File: src/common/cpuPkg.sv
`default_nettype none

package cpuPkg;

    // ========================================
    // widths
    // ========================================
    localparam int XLEN      = 32;
    localparam int NAME_W    = 5;
    localparam int ROB_DEPTH = 8;
    localparam int TAG_W     = 3;
    localparam int OP_W      = 6;

    // major opcodes
    localparam logic [6:0] OPC_LUI    = 7'b0110111;
    localparam logic [6:0] OPC_AUIPC  = 7'b0010111;
    localparam logic [6:0] OPC_JAL    = 7'b1101111;
    localparam logic [6:0] OPC_JALR   = 7'b1100111;
    localparam logic [6:0] OPC_BRANCH = 7'b1100011;
    localparam logic [6:0] OPC_LOAD   = 7'b0000011;
    localparam logic [6:0] OPC_STORE  = 7'b0100011;
    localparam logic [6:0] OPC_OPIMM  = 7'b0010011;
    localparam logic [6:0] OPC_OP     = 7'b0110011;

    // ========================================
    // internal operation codes
    // ========================================
    localparam logic [OP_W-1:0] OP_NOP   = 6'd0;
    localparam logic [OP_W-1:0] OP_LUI   = 6'd1;
    localparam logic [OP_W-1:0] OP_AUIPC = 6'd2;
    localparam logic [OP_W-1:0] OP_JAL   = 6'd3;
    localparam logic [OP_W-1:0] OP_JALR  = 6'd4;
    localparam logic [OP_W-1:0] OP_BEQ   = 6'd5;
    localparam logic [OP_W-1:0] OP_BNE   = 6'd6;
    localparam logic [OP_W-1:0] OP_BLT   = 6'd7;
    localparam logic [OP_W-1:0] OP_BGE   = 6'd8;
    localparam logic [OP_W-1:0] OP_BLTU  = 6'd9;
    localparam logic [OP_W-1:0] OP_BGEU  = 6'd10;
    localparam logic [OP_W-1:0] OP_LB    = 6'd11;
    localparam logic [OP_W-1:0] OP_LH    = 6'd12;
    localparam logic [OP_W-1:0] OP_LW    = 6'd13;
    localparam logic [OP_W-1:0] OP_LBU   = 6'd14;
    localparam logic [OP_W-1:0] OP_LHU   = 6'd15;
    localparam logic [OP_W-1:0] OP_SB    = 6'd16;
    localparam logic [OP_W-1:0] OP_SH    = 6'd17;
    localparam logic [OP_W-1:0] OP_SW    = 6'd18;
    localparam logic [OP_W-1:0] OP_ADDI  = 6'd19;
    localparam logic [OP_W-1:0] OP_SLTI  = 6'd20;
    localparam logic [OP_W-1:0] OP_SLTIU = 6'd21;
    localparam logic [OP_W-1:0] OP_XORI  = 6'd22;
    localparam logic [OP_W-1:0] OP_ORI   = 6'd23;
    localparam logic [OP_W-1:0] OP_ANDI  = 6'd24;
    localparam logic [OP_W-1:0] OP_SLLI  = 6'd25;
    localparam logic [OP_W-1:0] OP_SRLI  = 6'd26;
    localparam logic [OP_W-1:0] OP_SRAI  = 6'd27;
    localparam logic [OP_W-1:0] OP_ADD   = 6'd28;
    localparam logic [OP_W-1:0] OP_SUB   = 6'd29;
    localparam logic [OP_W-1:0] OP_SLL   = 6'd30;
    localparam logic [OP_W-1:0] OP_SLT   = 6'd31;
    localparam logic [OP_W-1:0] OP_SLTU  = 6'd32;
    localparam logic [OP_W-1:0] OP_XOR   = 6'd33;
    localparam logic [OP_W-1:0] OP_SRL   = 6'd34;
    localparam logic [OP_W-1:0] OP_SRA   = 6'd35;
    localparam logic [OP_W-1:0] OP_OR    = 6'd36;
    localparam logic [OP_W-1:0] OP_AND   = 6'd37;

    // ========================================
    // instruction formats
    // ========================================
    typedef struct packed {
        logic [6:0] funct7;
        logic [4:0] rs2;
        logic [4:0] rs1;
        logic [2:0] funct3;
        logic [4:0] rd;
        logic [6:0] opcode;
    } rInst_s;

    typedef struct packed {
        logic [11:0] imm;
        logic [4:0]  rs1;
        logic [2:0]  funct3;
        logic [4:0]  rd;
        logic [6:0]  opcode;
    } iInst_s;

    typedef struct packed {
        logic [6:0] immHi;
        logic [4:0] rs2;
        logic [4:0] rs1;
        logic [2:0] funct3;
        logic [4:0] immLo;
        logic [6:0] opcode;
    } sInst_s;

    typedef struct packed {
        logic       imm12;  // sign
        logic [5:0] immHi;
        logic [4:0] rs2;
        logic [4:0] rs1;
        logic [2:0] funct3;
        logic [3:0] immLo;
        logic       imm11;
        logic [6:0] opcode;
    } bInst_s;

    typedef struct packed {
        logic [19:0] imm;
        logic [4:0]  rd;
        logic [6:0]  opcode;
    } uInst_s;

    typedef struct packed {
        logic       imm20;  // sign
        logic [9:0] immLo;
        logic       imm11;
        logic [7:0] immHi;
        logic [4:0] rd;
        logic [6:0] opcode;
    } jInst_s;

    typedef union packed {
        rInst_s r;
        iInst_s i;
        sInst_s s;
        bInst_s b;
        uInst_s u;
        jInst_s j;
    } instWord_u;

    // immediate builders
    function automatic logic [XLEN-1:0] immI(instWord_u w);
        return {{20{w.i.imm[11]}}, w.i.imm};
    endfunction

    function automatic logic [XLEN-1:0] immS(instWord_u w);
        return {{20{w.s.immHi[6]}}, w.s.immHi, w.s.immLo};
    endfunction

    function automatic logic [XLEN-1:0] immB(instWord_u w);
        return {{20{w.b.imm12}}, w.b.imm11, w.b.immHi, w.b.immLo, 1'b0};
    endfunction

    function automatic logic [XLEN-1:0] immU(instWord_u w);
        return {w.u.imm, 12'b0};
    endfunction

    function automatic logic [XLEN-1:0] immJ(instWord_u w);
        return {{12{w.j.imm20}}, w.j.immHi, w.j.imm11, w.j.immLo, 1'b0};
    endfunction

endpackage

`default_nettype wire
File: src/frontEnd.sv
`default_nettype none

module frontEnd
    import cpuPkg::*;
(
    input  logic              clk,
    input  logic              rst,

    output logic [XLEN-1:0]   imemAddr,
    input  instWord_u         imemData,

    input  logic              commitEn,
    input  logic [XLEN-1:0]   commitValue,

    output logic              dispEn,
    output logic [OP_W-1:0]   dispOp,
    output logic [XLEN-1:0]   dispImm,
    output logic [XLEN-1:0]   dispPc,
    output logic              dispPd,
    output logic [NAME_W-1:0] dispRdName,
    output logic [TAG_W-1:0]  dispRdTag,
    output logic [XLEN-1:0]   dispRs1Value,
    output logic [TAG_W-1:0]  dispRs1Tag,
    output logic              dispRs1Ready,
    output logic [XLEN-1:0]   dispRs2Value,
    output logic [TAG_W-1:0]  dispRs2Tag,
    output logic              dispRs2Ready
);

    logic              rdy;

    // fetch to decode
    logic              infEn;
    instWord_u         infInst;
    logic [XLEN-1:0]   infPc;
    logic              infPd;

    // decode to rename
    logic              rfEn;
    logic [NAME_W-1:0] rfRs1Name;
    logic [NAME_W-1:0] rfRs2Name;
    logic [NAME_W-1:0] rfRdName;
    logic [OP_W-1:0]   rfOp;
    logic [XLEN-1:0]   rfPc;
    logic [XLEN-1:0]   rfImm;
    logic              rfPd;

    // reorder buffer side
    logic              robEn;
    logic [NAME_W-1:0] robRdName;
    logic [TAG_W-1:0]  allocTag;
    logic              retireEn;
    logic [TAG_W-1:0]  retireTag;
    logic [NAME_W-1:0] retireName;
    logic [XLEN-1:0]   retireValue;

    instFetch u_instFetch (.*);

    decoder u_decoder (.*);

    regFile u_regFile (.*);

    robAlloc u_robAlloc (.*);

endmodule

`default_nettype wire

File: src/robAlloc.sv
`default_nettype none

module robAlloc
    import cpuPkg::*;
(
    input  logic              clk,
    input  logic              rst,

    input  logic              robEn,
    input  logic [NAME_W-1:0] robRdName,
    input  logic              commitEn,
    input  logic [XLEN-1:0]   commitValue,

    output logic              rdy,
    output logic [TAG_W-1:0]  allocTag,
    output logic              retireEn,
    output logic [TAG_W-1:0]  retireTag,
    output logic [NAME_W-1:0] retireName,
    output logic [XLEN-1:0]   retireValue
);

    logic [TAG_W-1:0]  head;
    logic [TAG_W-1:0]  tail;
    logic [TAG_W:0]    count;  // 0 .. ROB_DEPTH
    logic [NAME_W-1:0] entryName [ROB_DEPTH];
    logic              doAlloc;
    logic              doCommit;

    assign rdy      = (count != (TAG_W+1)'(ROB_DEPTH));
    assign allocTag = tail;
    assign doAlloc  = robEn && rdy;
    assign doCommit = commitEn && (count != '0);

    always_ff @(posedge clk) begin
        if (rst) begin
            head     <= '0;
            tail     <= '0;
            count    <= '0;
            retireEn <= 1'b0;
        end else begin
            if (doAlloc) tail <= tail + 1'b1;
            if (doCommit) head <= head + 1'b1;
            count    <= count + (TAG_W+1)'(doAlloc) - (TAG_W+1)'(doCommit);
            retireEn <= doCommit;
        end
    end

    always_ff @(posedge clk) begin
        if (doAlloc) begin
            entryName[tail] <= robRdName;
        end
        if (doCommit) begin
            retireTag   <= head;
            retireName  <= entryName[head];
            retireValue <= commitValue;
        end
    end

    // occupancy stays within depth, a full buffer has tail wrapped onto head
    aNoAllocFull: assert property (@(posedge clk) disable iff (rst)
        count <= (TAG_W+1)'(ROB_DEPTH) && (rdy || tail == head))
        else $error("allocation while full");

    aNoCommitEmpty: assert property (@(posedge clk) disable iff (rst)
        commitEn |-> count != '0)
        else $error("commit while empty");

endmodule

`default_nettype wire

File: src/regFile.sv
`default_nettype none

module regFile
    import cpuPkg::*;
(
    input  logic              clk,
    input  logic              rst,
    input  logic              rdy,

    input  logic              rfEn,
    input  logic [NAME_W-1:0] rfRs1Name,
    input  logic [NAME_W-1:0] rfRs2Name,
    input  logic [NAME_W-1:0] rfRdName,
    input  logic [OP_W-1:0]   rfOp,
    input  logic [XLEN-1:0]   rfPc,
    input  logic [XLEN-1:0]   rfImm,
    input  logic              rfPd,
    input  logic [TAG_W-1:0]  allocTag,

    input  logic              retireEn,
    input  logic [TAG_W-1:0]  retireTag,
    input  logic [NAME_W-1:0] retireName,
    input  logic [XLEN-1:0]   retireValue,

    output logic              dispEn,
    output logic [OP_W-1:0]   dispOp,
    output logic [XLEN-1:0]   dispImm,
    output logic [XLEN-1:0]   dispPc,
    output logic              dispPd,
    output logic [NAME_W-1:0] dispRdName,
    output logic [TAG_W-1:0]  dispRdTag,
    output logic [XLEN-1:0]   dispRs1Value,
    output logic [TAG_W-1:0]  dispRs1Tag,
    output logic              dispRs1Ready,
    output logic [XLEN-1:0]   dispRs2Value,
    output logic [TAG_W-1:0]  dispRs2Tag,
    output logic              dispRs2Ready
);

    logic [XLEN-1:0]  regValue [32];
    logic [TAG_W-1:0] regTag   [32];
    logic [31:0]      regBusy;
    logic             doDisp;
    logic             tagMatch;

    assign doDisp   = rfEn && rdy;
    assign tagMatch = regBusy[retireName] && (regTag[retireName] == retireTag);

    // ========================================
    // architectural state
    // ========================================
    always_ff @(posedge clk) begin
        if (rst) begin
            regBusy <= '0;
            for (int k = 0; k < 32; k++) begin
                regValue[k] <= '0;
            end
        end else begin
            if (retireEn && retireName != '0 && tagMatch) begin
                regValue[retireName] <= retireValue;
                regBusy[retireName]  <= 1'b0;
            end
            // a new rename overrides a retire of the same register
            if (doDisp && rfRdName != '0) begin
                regBusy[rfRdName] <= 1'b1;
            end
        end
    end

    always_ff @(posedge clk) begin
        if (doDisp && rfRdName != '0) begin
            regTag[rfRdName] <= allocTag;
        end
    end

    // ========================================
    // dispatch packet
    // ========================================
    always_ff @(posedge clk) begin
        if (rst) begin
            dispEn <= 1'b0;
        end else begin
            dispEn <= doDisp;
        end
    end

    always_ff @(posedge clk) begin
        if (doDisp) begin
            dispOp       <= rfOp;
            dispImm      <= rfImm;
            dispPc       <= rfPc;
            dispPd       <= rfPd;
            dispRdName   <= rfRdName;
            dispRdTag    <= allocTag;
            dispRs1Ready <= !regBusy[rfRs1Name];
            dispRs1Value <= regBusy[rfRs1Name] ? '0 : regValue[rfRs1Name];
            dispRs1Tag   <= regBusy[rfRs1Name] ? regTag[rfRs1Name] : '0;
            dispRs2Ready <= !regBusy[rfRs2Name];
            dispRs2Value <= regBusy[rfRs2Name] ? '0 : regValue[rfRs2Name];
            dispRs2Tag   <= regBusy[rfRs2Name] ? regTag[rfRs2Name] : '0;
        end
    end

    // x0 stays zero and idle across retires aimed at it
    aX0Retire: assert property (@(posedge clk) disable iff (rst)
        retireEn && retireName == '0 |=> regValue[0] == '0 && !regBusy[0])
        else $error("retire wrote x0");

endmodule

`default_nettype wire

File: src/decoder/decoder.sv
`default_nettype none

module decoder
    import cpuPkg::*;
(
    input  logic              clk,
    input  logic              rst,
    input  logic              rdy,

    input  logic              infEn,
    input  instWord_u         infInst,
    input  logic [XLEN-1:0]   infPc,
    input  logic              infPd,

    output logic              robEn,
    output logic [NAME_W-1:0] robRdName,

    output logic              rfEn,
    output logic [NAME_W-1:0] rfRs1Name,
    output logic [NAME_W-1:0] rfRs2Name,
    output logic [NAME_W-1:0] rfRdName,
    output logic [OP_W-1:0]   rfOp,
    output logic [XLEN-1:0]   rfPc,
    output logic [XLEN-1:0]   rfImm,
    output logic              rfPd
);

    logic [2:0]        funct3;
    logic              alt;  // inst bit 30
    logic [OP_W-1:0]   op;
    logic [XLEN-1:0]   imm;
    logic              useRs1;
    logic              useRs2;
    logic              useRd;
    logic [NAME_W-1:0] rdName;

    assign funct3 = infInst.r.funct3;
    assign alt    = infInst.r.funct7[5];
    assign rdName = useRd ? infInst.r.rd : '0;

    // ========================================
    // operation and immediate
    // ========================================
    always_comb begin
        op     = OP_NOP;
        imm    = '0;
        useRs1 = 1'b0;
        useRs2 = 1'b0;
        useRd  = 1'b0;
        case (infInst.r.opcode)
            OPC_LUI, OPC_AUIPC: begin
                op    = (infInst.r.opcode == OPC_LUI) ? OP_LUI : OP_AUIPC;
                imm   = immU(infInst);
                useRd = 1'b1;
            end
            OPC_JAL: begin
                op    = OP_JAL;
                imm   = immJ(infInst);
                useRd = 1'b1;
            end
            OPC_JALR: begin
                op     = (funct3 == 3'b000) ? OP_JALR : OP_NOP;
                imm    = immI(infInst);
                useRs1 = 1'b1;
                useRd  = 1'b1;
            end
            OPC_BRANCH: begin
                imm    = immB(infInst);
                useRs1 = 1'b1;
                useRs2 = 1'b1;
                case (funct3)
                    3'b000:  op = OP_BEQ;
                    3'b001:  op = OP_BNE;
                    3'b100:  op = OP_BLT;
                    3'b101:  op = OP_BGE;
                    3'b110:  op = OP_BLTU;
                    3'b111:  op = OP_BGEU;
                    default: op = OP_NOP;
                endcase
            end
            OPC_LOAD: begin
                imm    = immI(infInst);
                useRs1 = 1'b1;
                useRd  = 1'b1;
                case (funct3)
                    3'b000:  op = OP_LB;
                    3'b001:  op = OP_LH;
                    3'b010:  op = OP_LW;
                    3'b100:  op = OP_LBU;
                    3'b101:  op = OP_LHU;
                    default: op = OP_NOP;
                endcase
            end
            OPC_STORE: begin
                imm    = immS(infInst);
                useRs1 = 1'b1;
                useRs2 = 1'b1;
                case (funct3)
                    3'b000:  op = OP_SB;
                    3'b001:  op = OP_SH;
                    3'b010:  op = OP_SW;
                    default: op = OP_NOP;
                endcase
            end
            OPC_OPIMM: begin
                imm    = immI(infInst);
                useRs1 = 1'b1;
                useRd  = 1'b1;
                case (funct3)
                    3'b000:  op = OP_ADDI;
                    3'b010:  op = OP_SLTI;
                    3'b011:  op = OP_SLTIU;
                    3'b100:  op = OP_XORI;
                    3'b110:  op = OP_ORI;
                    3'b111:  op = OP_ANDI;
                    3'b001:  op = alt ? OP_NOP : OP_SLLI;
                    default: op = alt ? OP_SRAI : OP_SRLI;
                endcase
            end
            OPC_OP: begin
                useRs1 = 1'b1;
                useRs2 = 1'b1;
                useRd  = 1'b1;
                case ({alt, funct3})
                    4'b0000: op = OP_ADD;
                    4'b1000: op = OP_SUB;
                    4'b0001: op = OP_SLL;
                    4'b0010: op = OP_SLT;
                    4'b0011: op = OP_SLTU;
                    4'b0100: op = OP_XOR;
                    4'b0101: op = OP_SRL;
                    4'b1101: op = OP_SRA;
                    4'b0110: op = OP_OR;
                    4'b0111: op = OP_AND;
                    default: op = OP_NOP;
                endcase
            end
            default: op = OP_NOP;
        endcase

        // illegal encodings carry no operands
        if (op == OP_NOP) begin
            imm    = '0;
            useRs1 = 1'b0;
            useRs2 = 1'b0;
            useRd  = 1'b0;
        end
    end

    // ========================================
    // output registers
    // ========================================
    always_ff @(posedge clk) begin
        if (rst) begin
            rfEn  <= 1'b0;
            robEn <= 1'b0;
        end else if (rdy) begin
            rfEn  <= infEn;
            robEn <= infEn;
        end
    end

    always_ff @(posedge clk) begin
        if (rdy) begin
            rfOp      <= op;
            rfImm     <= imm;
            rfPc      <= infPc;
            rfPd      <= infPd;
            rfRs1Name <= useRs1 ? infInst.r.rs1 : '0;
            rfRs2Name <= useRs2 ? infInst.r.rs2 : '0;
            rfRdName  <= rdName;
            robRdName <= rdName;
        end
    end

    // regFile and robAlloc must see the same instruction stream
    aEnPair: assert property (@(posedge clk) rfEn == robEn)
        else $error("rfEn and robEn differ");

endmodule

`default_nettype wire

File: src/instFetch.sv
`default_nettype none

module instFetch
    import cpuPkg::*;
(
    input  logic            clk,
    input  logic            rst,
    input  logic            rdy,

    output logic [XLEN-1:0] imemAddr,
    input  instWord_u       imemData,

    output logic            infEn,
    output instWord_u       infInst,
    output logic [XLEN-1:0] infPc,
    output logic            infPd
);

    logic [XLEN-1:0] pc;
    logic [XLEN-1:0] offset;
    logic [XLEN-1:0] nextPc;
    logic            predTaken;

    assign imemAddr = pc;

    // static prediction: jal always, branches only when backward
    always_comb begin
        predTaken = 1'b0;
        offset    = immB(imemData);
        case (imemData.r.opcode)
            OPC_JAL: begin
                predTaken = 1'b1;
                offset    = immJ(imemData);
            end
            OPC_BRANCH: begin
                predTaken = imemData.b.imm12;  // negative offset
            end
            default: begin
                predTaken = 1'b0;  // jalr falls through
            end
        endcase
        nextPc = predTaken ? pc + offset : pc + XLEN'(4);
    end

    always_ff @(posedge clk) begin
        if (rst) begin
            pc    <= '0;
            infEn <= 1'b0;
        end else if (rdy) begin
            pc    <= nextPc;
            infEn <= 1'b1;
        end
    end

    always_ff @(posedge clk) begin
        if (rdy) begin
            infInst <= imemData;
            infPc   <= pc;
            infPd   <= predTaken;
        end
    end

endmodule

`default_nettype wire

File: config.mk
export PLATFORM = sky130hd
export DESIGN_NAME = frontEnd
export DESIGN_NICKNAME = d
export VERILOG_FILES = /design/src/common/cpuPkg.sv /design/src/frontEnd.sv /design/src/robAlloc.sv /design/src/regFile.sv /design/src/decoder/decoder.sv /design/src/instFetch.sv
export SDC_FILE = /design/constraint.sdc
export NUM_CORES = 2
export LEC_CHECK = 0
export BUFFER_PORTS_ARGS = -buffer_cell sky130_fd_sc_hd__buf_2
export CAP_MARGIN = 5
export CORE_MARGIN = 4
export CORE_UTILIZATION = 37
export DETAILED_ROUTE_END_ITERATION = 8
export PLACE_DENSITY = 0.55
export SKIP_CTS_REPAIR_TIMING = 1
export SLEW_MARGIN = 20
export SYNTH_ARGS = -nofsm -noshare
export SYNTH_HDL_FRONTEND = slang
export SYNTH_SLANG_ARGS = --single-unit
export TNS_END_PERCENT = 100
File: constraint.sdc
create_clock -name clk -period 8 [get_ports clk]
set_input_delay 1.6 -clock clk [delete_from_list [all_inputs] [get_ports clk]]
set_output_delay 1.6 -clock clk [all_outputs]
set_load 0.01 [all_outputs]
# Word level (Yosys, flattened, before mapping)
# Memory sizes are Yosys's and may differ from the RTL's. A register that Yosys moved wholly into a read port is not among the register bits.
# Cells that the tools add are included.
[op_classes]
addsub = 6
n_mul = 0
n_div = 0
magnitude_cmp = 6
eq_ne = 20
shift = 0
mux = 45
bitwise = 3
n_reduce_logical = 23
[op_table]
columns = ["cell", "count"]
rows = [
  ["$mux 32", 5],
  ["$pmux 32 s5", 1],
  ["$pmux 6 s8", 1],
  ["$pmux 6 s7", 1],
  ["$eq 7x7->1 const B", 5],
  ["$add 32x3->32 const B", 1],
  ["$add 32x32->32", 1],
  ["$and 32x32->32", 1],
  ["$not 32->32", 1],
  ["$or 32x32->32", 1],
  ["$reduce_or 32->1", 1],
  ["$lt 5x6->1 const B", 4],
  ["$pmux 4 s6", 1],
  ["$mux 1", 22],
  ["$eq 7x6->1 const B", 3],
  ["$mux 20", 1],
  ["$pmux 4 s5", 1],
  ["$bmux 1 s5", 3],
  ["$pmux 5 s3", 1],
  ["$eq 7x5->1 const B", 2],
  ["$eq 3x3->1 const B", 4],
  ["$demux 1 s5", 2],
  ["$ge 5x1->1 const B", 2],
  ["$mux 5", 2],
  ["other kinds (22)", 36],
]
[word_totals]
register_bits = 345
latchBits = 0
ramBits = 1160
rom_bits = 96
input_bits = 67
output_inout_bits = 184
word_cells = 136
mem_count = 4
[memory_table]
columns = ["name", "words", "width", "read_ports", "rd_clocked_by_memory_dff", "wr", "line_no", "rtl"]
rows = [
  ["u_regFile.regValue", 32, 32, 2, 2, 32, "regFile.sv:40", "logic [XLEN-1:0] regValue [32];"],
  ["(name not given)", 16, 6, 1, 1, 0, "decoder.sv:124", "case ({alt, funct3})"],
  ["u_regFile.regTag", 32, 3, 3, 2, 1, "regFile.sv:41", "logic [TAG_W-1:0] regTag [32];"],
  ["u_robAlloc.entryName", 8, 5, 1, 1, 1, "robAlloc.sv:25", "logic [NAME_W-1:0] entryName [ROB_DEPTH];"],
]

# Depth between registers and ports, before layout
[depth]
depth_word = 10
mapped_depth = 16
mapped_depth_nobuf = 14

# By module
# From an unflattened synthesis, not the netlist that was laid out.
[hier_totals]
cells_unflattened = 5030
area_unflattened_um2 = 79687.7
[by_module_without_submodules]
columns = ["mod", "instances", "cells_each", "area_per_inst_um2", "seq_area_each_um2"]
rows = [
  ["regFile", 1, 3943, 66633.9, 38827.2],
  ["instFetch", 1, 576, 5589.1, 2562.5],
  ["decoder", 1, 337, 4092.7, 2602.5],
  ["robAlloc", 1, 174, 3372.0, 2622.5],
]

# Worst setup path after synthesis
# No wires, ideal clock.
[synth_timing]
path_type = "register -> register"
startpoint = "reg u_robAlloc.count[2]"
endpoint = "reg u_decoder.rfImm[0] (enable)"
setup_ns = 0.571
t_arrival_ns = 5.680
required_time_ns = 7.429
setup_slack_ns = 1.749
stages_incl_launch_ff = 9
n_path_buf = 4
synth_period_minus_slack_ns = 6.251
cell_sequence = "dfxtp_1 > inv_1 > ha_1 > and2_1 > clkbuf_1 > inv_1 > clkbuf_1 > clkbuf_1 > buf_1"
[synth_via]
elab_chain_cells = 1
[synth_rtl]
columns = ["item", "line_no", "rtl"]
rows = [
  ["start, declared", "robAlloc.sv:24", "logic [TAG_W:0] count;"],
  ["start signal, assigned", "robAlloc.sv:43", "count <= count + (TAG_W+1)'(doAlloc) - (TAG_W+1)'(doCommit);"],
  ["$ne 4x4->1", "robAlloc.sv:29", "assign rdy = (count != (TAG_W+1)'(ROB_DEPTH));"],
  ["end signal, assigned", "decoder.sv:166", "rfImm <= imm;"],
  ["end, declared", "decoder.sv:24", "output logic [XLEN-1:0] rfImm,"],
]
# No other way between the ends.
# A chain may end at the register's enable or synchronous reset.

==> results.toml <==
[power]
cellLeakagePower_uw = 0.0288
p_seq_share_pct = 39.3
p_int_uw = 18500
power_switching_uw = 9040
clockPowerShare_pct = 30.3
power.density_nw_per_um2 = 314
p_comb_share_pct = 30.4
peakVddDrop_uv = 249
swShare_pct = 32.8

[detailed_routing]
num_vias = 48100
via_per_inst = 5.89
finalWirelength_mm = 250
drc_errors = 0
first_pass_iters = 6
antenna_left = 0
drt_iter0_markers = 5431
post_drt_wl_per_cell_um = 30.6

[global_routing]
antenna_found_initial = 19
grt_overflow = 0
grt_pass1_vias = 49300
grt_max_degree = 129
track_usage_pct = 22.9
grt_pass1_wl_mm = 359

[die]
rows = 167
start_util_pct = 37.2
io_pins = 251
fp.dieH_um = 465
fp.coreArea_um2 = 207000
die_w_um = 465
design.die.area_um2 = 216000

[clock_network]
insertion_delay_ns = 0.84
cts_tree = "yes"
clkTransAtPathRegs_ns = 0.06
clockRootBuffer = "clkbuf_16"
clk_path_buf_depth = 3
h-tree-depth = 4
cts_buffers = 180
cts_sinks = 1581

[finish]
drive_gt1_share_pct = 27.2
syn2layout_area_growth_pct = 13.7
stdcell_count = 8171
nNetsFinal = 5337
fillers = 18700

[timing]
fmax_mhz = 190
fin_crit_sh_pct = 65.9
finalHoldViolCount = 0
relSlewSlack_pct = 24.8
clock_skew_ns = 0.0579
worst_pin_slew_ns = 1.13
setup_tns_ns = 0
period_minus_slack_ns = 5.27
setup-violations-final = 0
slew_viol_final = 0
rsz0062_at_grt = "false"

[logic_synthesis]
yosysWarnings = 0
syn_area_per_cell_um2 = 15.3
syn_area_um2 = 77200
synth_edf_count = 1499
yosysUniqueCellTypes = 76
netlist_instances = 5055
synthFlopType = "edfxtp_1"
ys_seq_elements = 1581
synthArstFlopShare_pct = 0
yosysSeqAreaShare_pct = 60.4

[place]
port_buffers = 248
dp_cells = 7827
hpwl_mm = 145
place_congestion = 0.842

[worst_setup_path]
worst-endpoint-arrival_ns = 5.73
critical_path_class = "reg -> reg"
path_cells = "buf_4 -> mux4_2 -> a22oi_1 -> nand4_1 -> xor2_1 -> nor4_4 -> nand2_1 -> o21bai_4 -> buf_4"
critPathMostFrequentCell = "buf_4"
start_kind = "flip-flop"
crit_fanout = 41
critical_path.max_stage_delay_ns = 0.89
cp.required_ns = 8.46
cp-end-kind = "flip-flop"
slowest_stage = "o21bai_4"

[flow_run]
cap_violations = 0

[run_status]
status = "finished clean"

[worst_hold_path]
min_path_type = "reg -> reg"
[metal layers]
layer | part of all wire (%) | wire length (um) | up-vias | global-route usage [%]
met3 | 8.8 | 21900 | 410 | 4.34
met1 | 39 | 97000 | 25300 | 30.6
met2 | 49 | 122000 | 2508 | 37.7
li1 | - | - | 19900 | -
met5 | 0.0028 | 7 | - | 0
met4 | 3.6 | 9080 | 2 | 7.74
[cell usage after synthesis, drive strengths merged (9+ instances only)]
cell	n	area share, %
xor2	12	0.14
nor2b	15	0.12
dfxtp	82	2.1
a21oi	98	0.64
clkbuf	274	1.3
a211oi	19	0.18
mux2i	79	1.0
xnor2	19	0.22
nor3	35	0.23
and2	154	1.2
nand2	344	1.7
nor4	9	0.092
mux2	12	0.18
inv	60	0.29
a22oi	20	0.19
nor2	1024	5.0
ha	47	0.76
nand3b	9	0.088
buf	144	0.98
nand2b	15	0.12
nand4	16	0.13
and3	15	0.12
a21o	42	0.41
nand3	24	0.16
o21ai	78	0.51
a31oi	11	0.089
o21bai	35	0.34
mux4	761	22
edfxtp	1499	58
[power by group through the flow]
| stage | clock [uW] | combinational (uW) | sequential [uW] |
|---|---|---|---|
| after floorplan | 0 | 5610 | 10700 |
| after detailed placement | 0 | 8430 | 11000 |
| after global routing | 8840 | 8830 | 10900 |
| after CTS | 8500 | 8440 | 10800 |
| final | 8340 | 8380 | 10800 |
| after global placement | 0 | 8430 | 11000 |
[critical path, delay by kind of cell (launching register included)]
kind            cells  cell delay [ns]
flops               1             0.32
compound gates      2             1.14
simple gates        3             1.34
mux                 1             0.60
buf+inv             2             1.21
xor+xnor            1             0.20
[layout make-up]
type	instances	area [um^2]	share of cell area, %
clock inverter	116	1200	1.37
sequential	1581	46700	53.1
tap	2788	3490	3.97
multi-input combinational	3030	29100	33.1
clock buffer	217	4710	5.36
inverter	62	245	0.279
timing repair buffer	366	2370	2.71
antenna	11	27.5	0.0314
[path summary, 6_finish.rpt]
kind	startpoint	end	slack, ns	depth (start not counted)
setup reg to reg	u_robAlloc.retireName[0]$_DFFE_PP_	u_regFile.regValue[8][20]$_SDFFCE_PN0P_	2.73	9
hold / removal	u_decoder.rfPc[20]$_DFFE_PN_	u_regFile.dispPc[20]$_DFFE_PP_	0.42	0
hold reg to reg	u_decoder.rfPc[20]$_DFFE_PN_	u_regFile.dispPc[20]$_DFFE_PP_	0.42	0
setup / recovery	u_robAlloc.retireName[0]$_DFFE_PP_	u_regFile.regValue[8][20]$_SDFFCE_PN0P_	2.73	9
[flip-flops by register name (all words and copies together) (netlist names), 32 cells and up, named ones only]
| name | cells |
|---|---|
| u_regFile.dispRs1Value | 32 |
| u_robAlloc.entryName | 40 |
| u_regFile.regValue | 1024 |
| u_instFetch.infInst | 32 |
| u_regFile.regTag | 96 |
| u_regFile.regBusy | 32 |
| u_regFile.dispImm | 32 |
| u_robAlloc.retireValue | 32 |
| u_decoder.rfImm | 32 |
| u_regFile.dispRs2Value | 32 |
[per-stage QoR]
step | total power, uW | setup WS [ns] | hold WS [ns] | instance area [um^2] | util [%]
detailed placement | 19400 | 2.30 | 0.405 | 81900 | 39.5
finish | 27500 | 2.73 | 0.416 | 87800 | 42.4
CTS | 27800 | 2.67 | 0.419 | 87800 | 42.3
global placement | 19400 | 2.28 | 0.401 | 81900 | 39.5
floorplan | 16300 | 1.75 | 0.400 | 77300 | -
global route | 28600 | 2.51 | 0.421 | 87800 | 42.3
[cell usage in the layout, fill, tap and decap left out, types with 32 or more instances in the layout]
cell / instances
mux4_2: 761
o21ai_0: 77
conb_1: 37
clkinv_1: 41
buf_4: 98
buf_2: 247
a21o_1: 42
nor3_1: 32
edfxtp_1: 1499
clkbuf_1: 34
mux2i_1: 79
and2_1: 153
inv_1: 59
a21oi_1: 98
dfxtp_1: 82
ha_1: 47
clkbuf_16: 183
nand2_1: 344
nor2_1: 1024
[logic make-up after synthesis]
logic type | Yosys count | share of synthesized area (%)
AO/OA/AOI/OAI | 367 | 3.07
XOR/XNOR | 31 | 0.352
adder cells (fa/ha/maj) | 49 | 0.814
buffers and inverters | 480 | 2.61
flip-flops | 1581 | 60.4
multiplexers | 852 | 23.4
other | 1 | 0.00486
AND/OR/NAND/NOR | 1694 | 9.32
(Power assumes the default switching activity.)
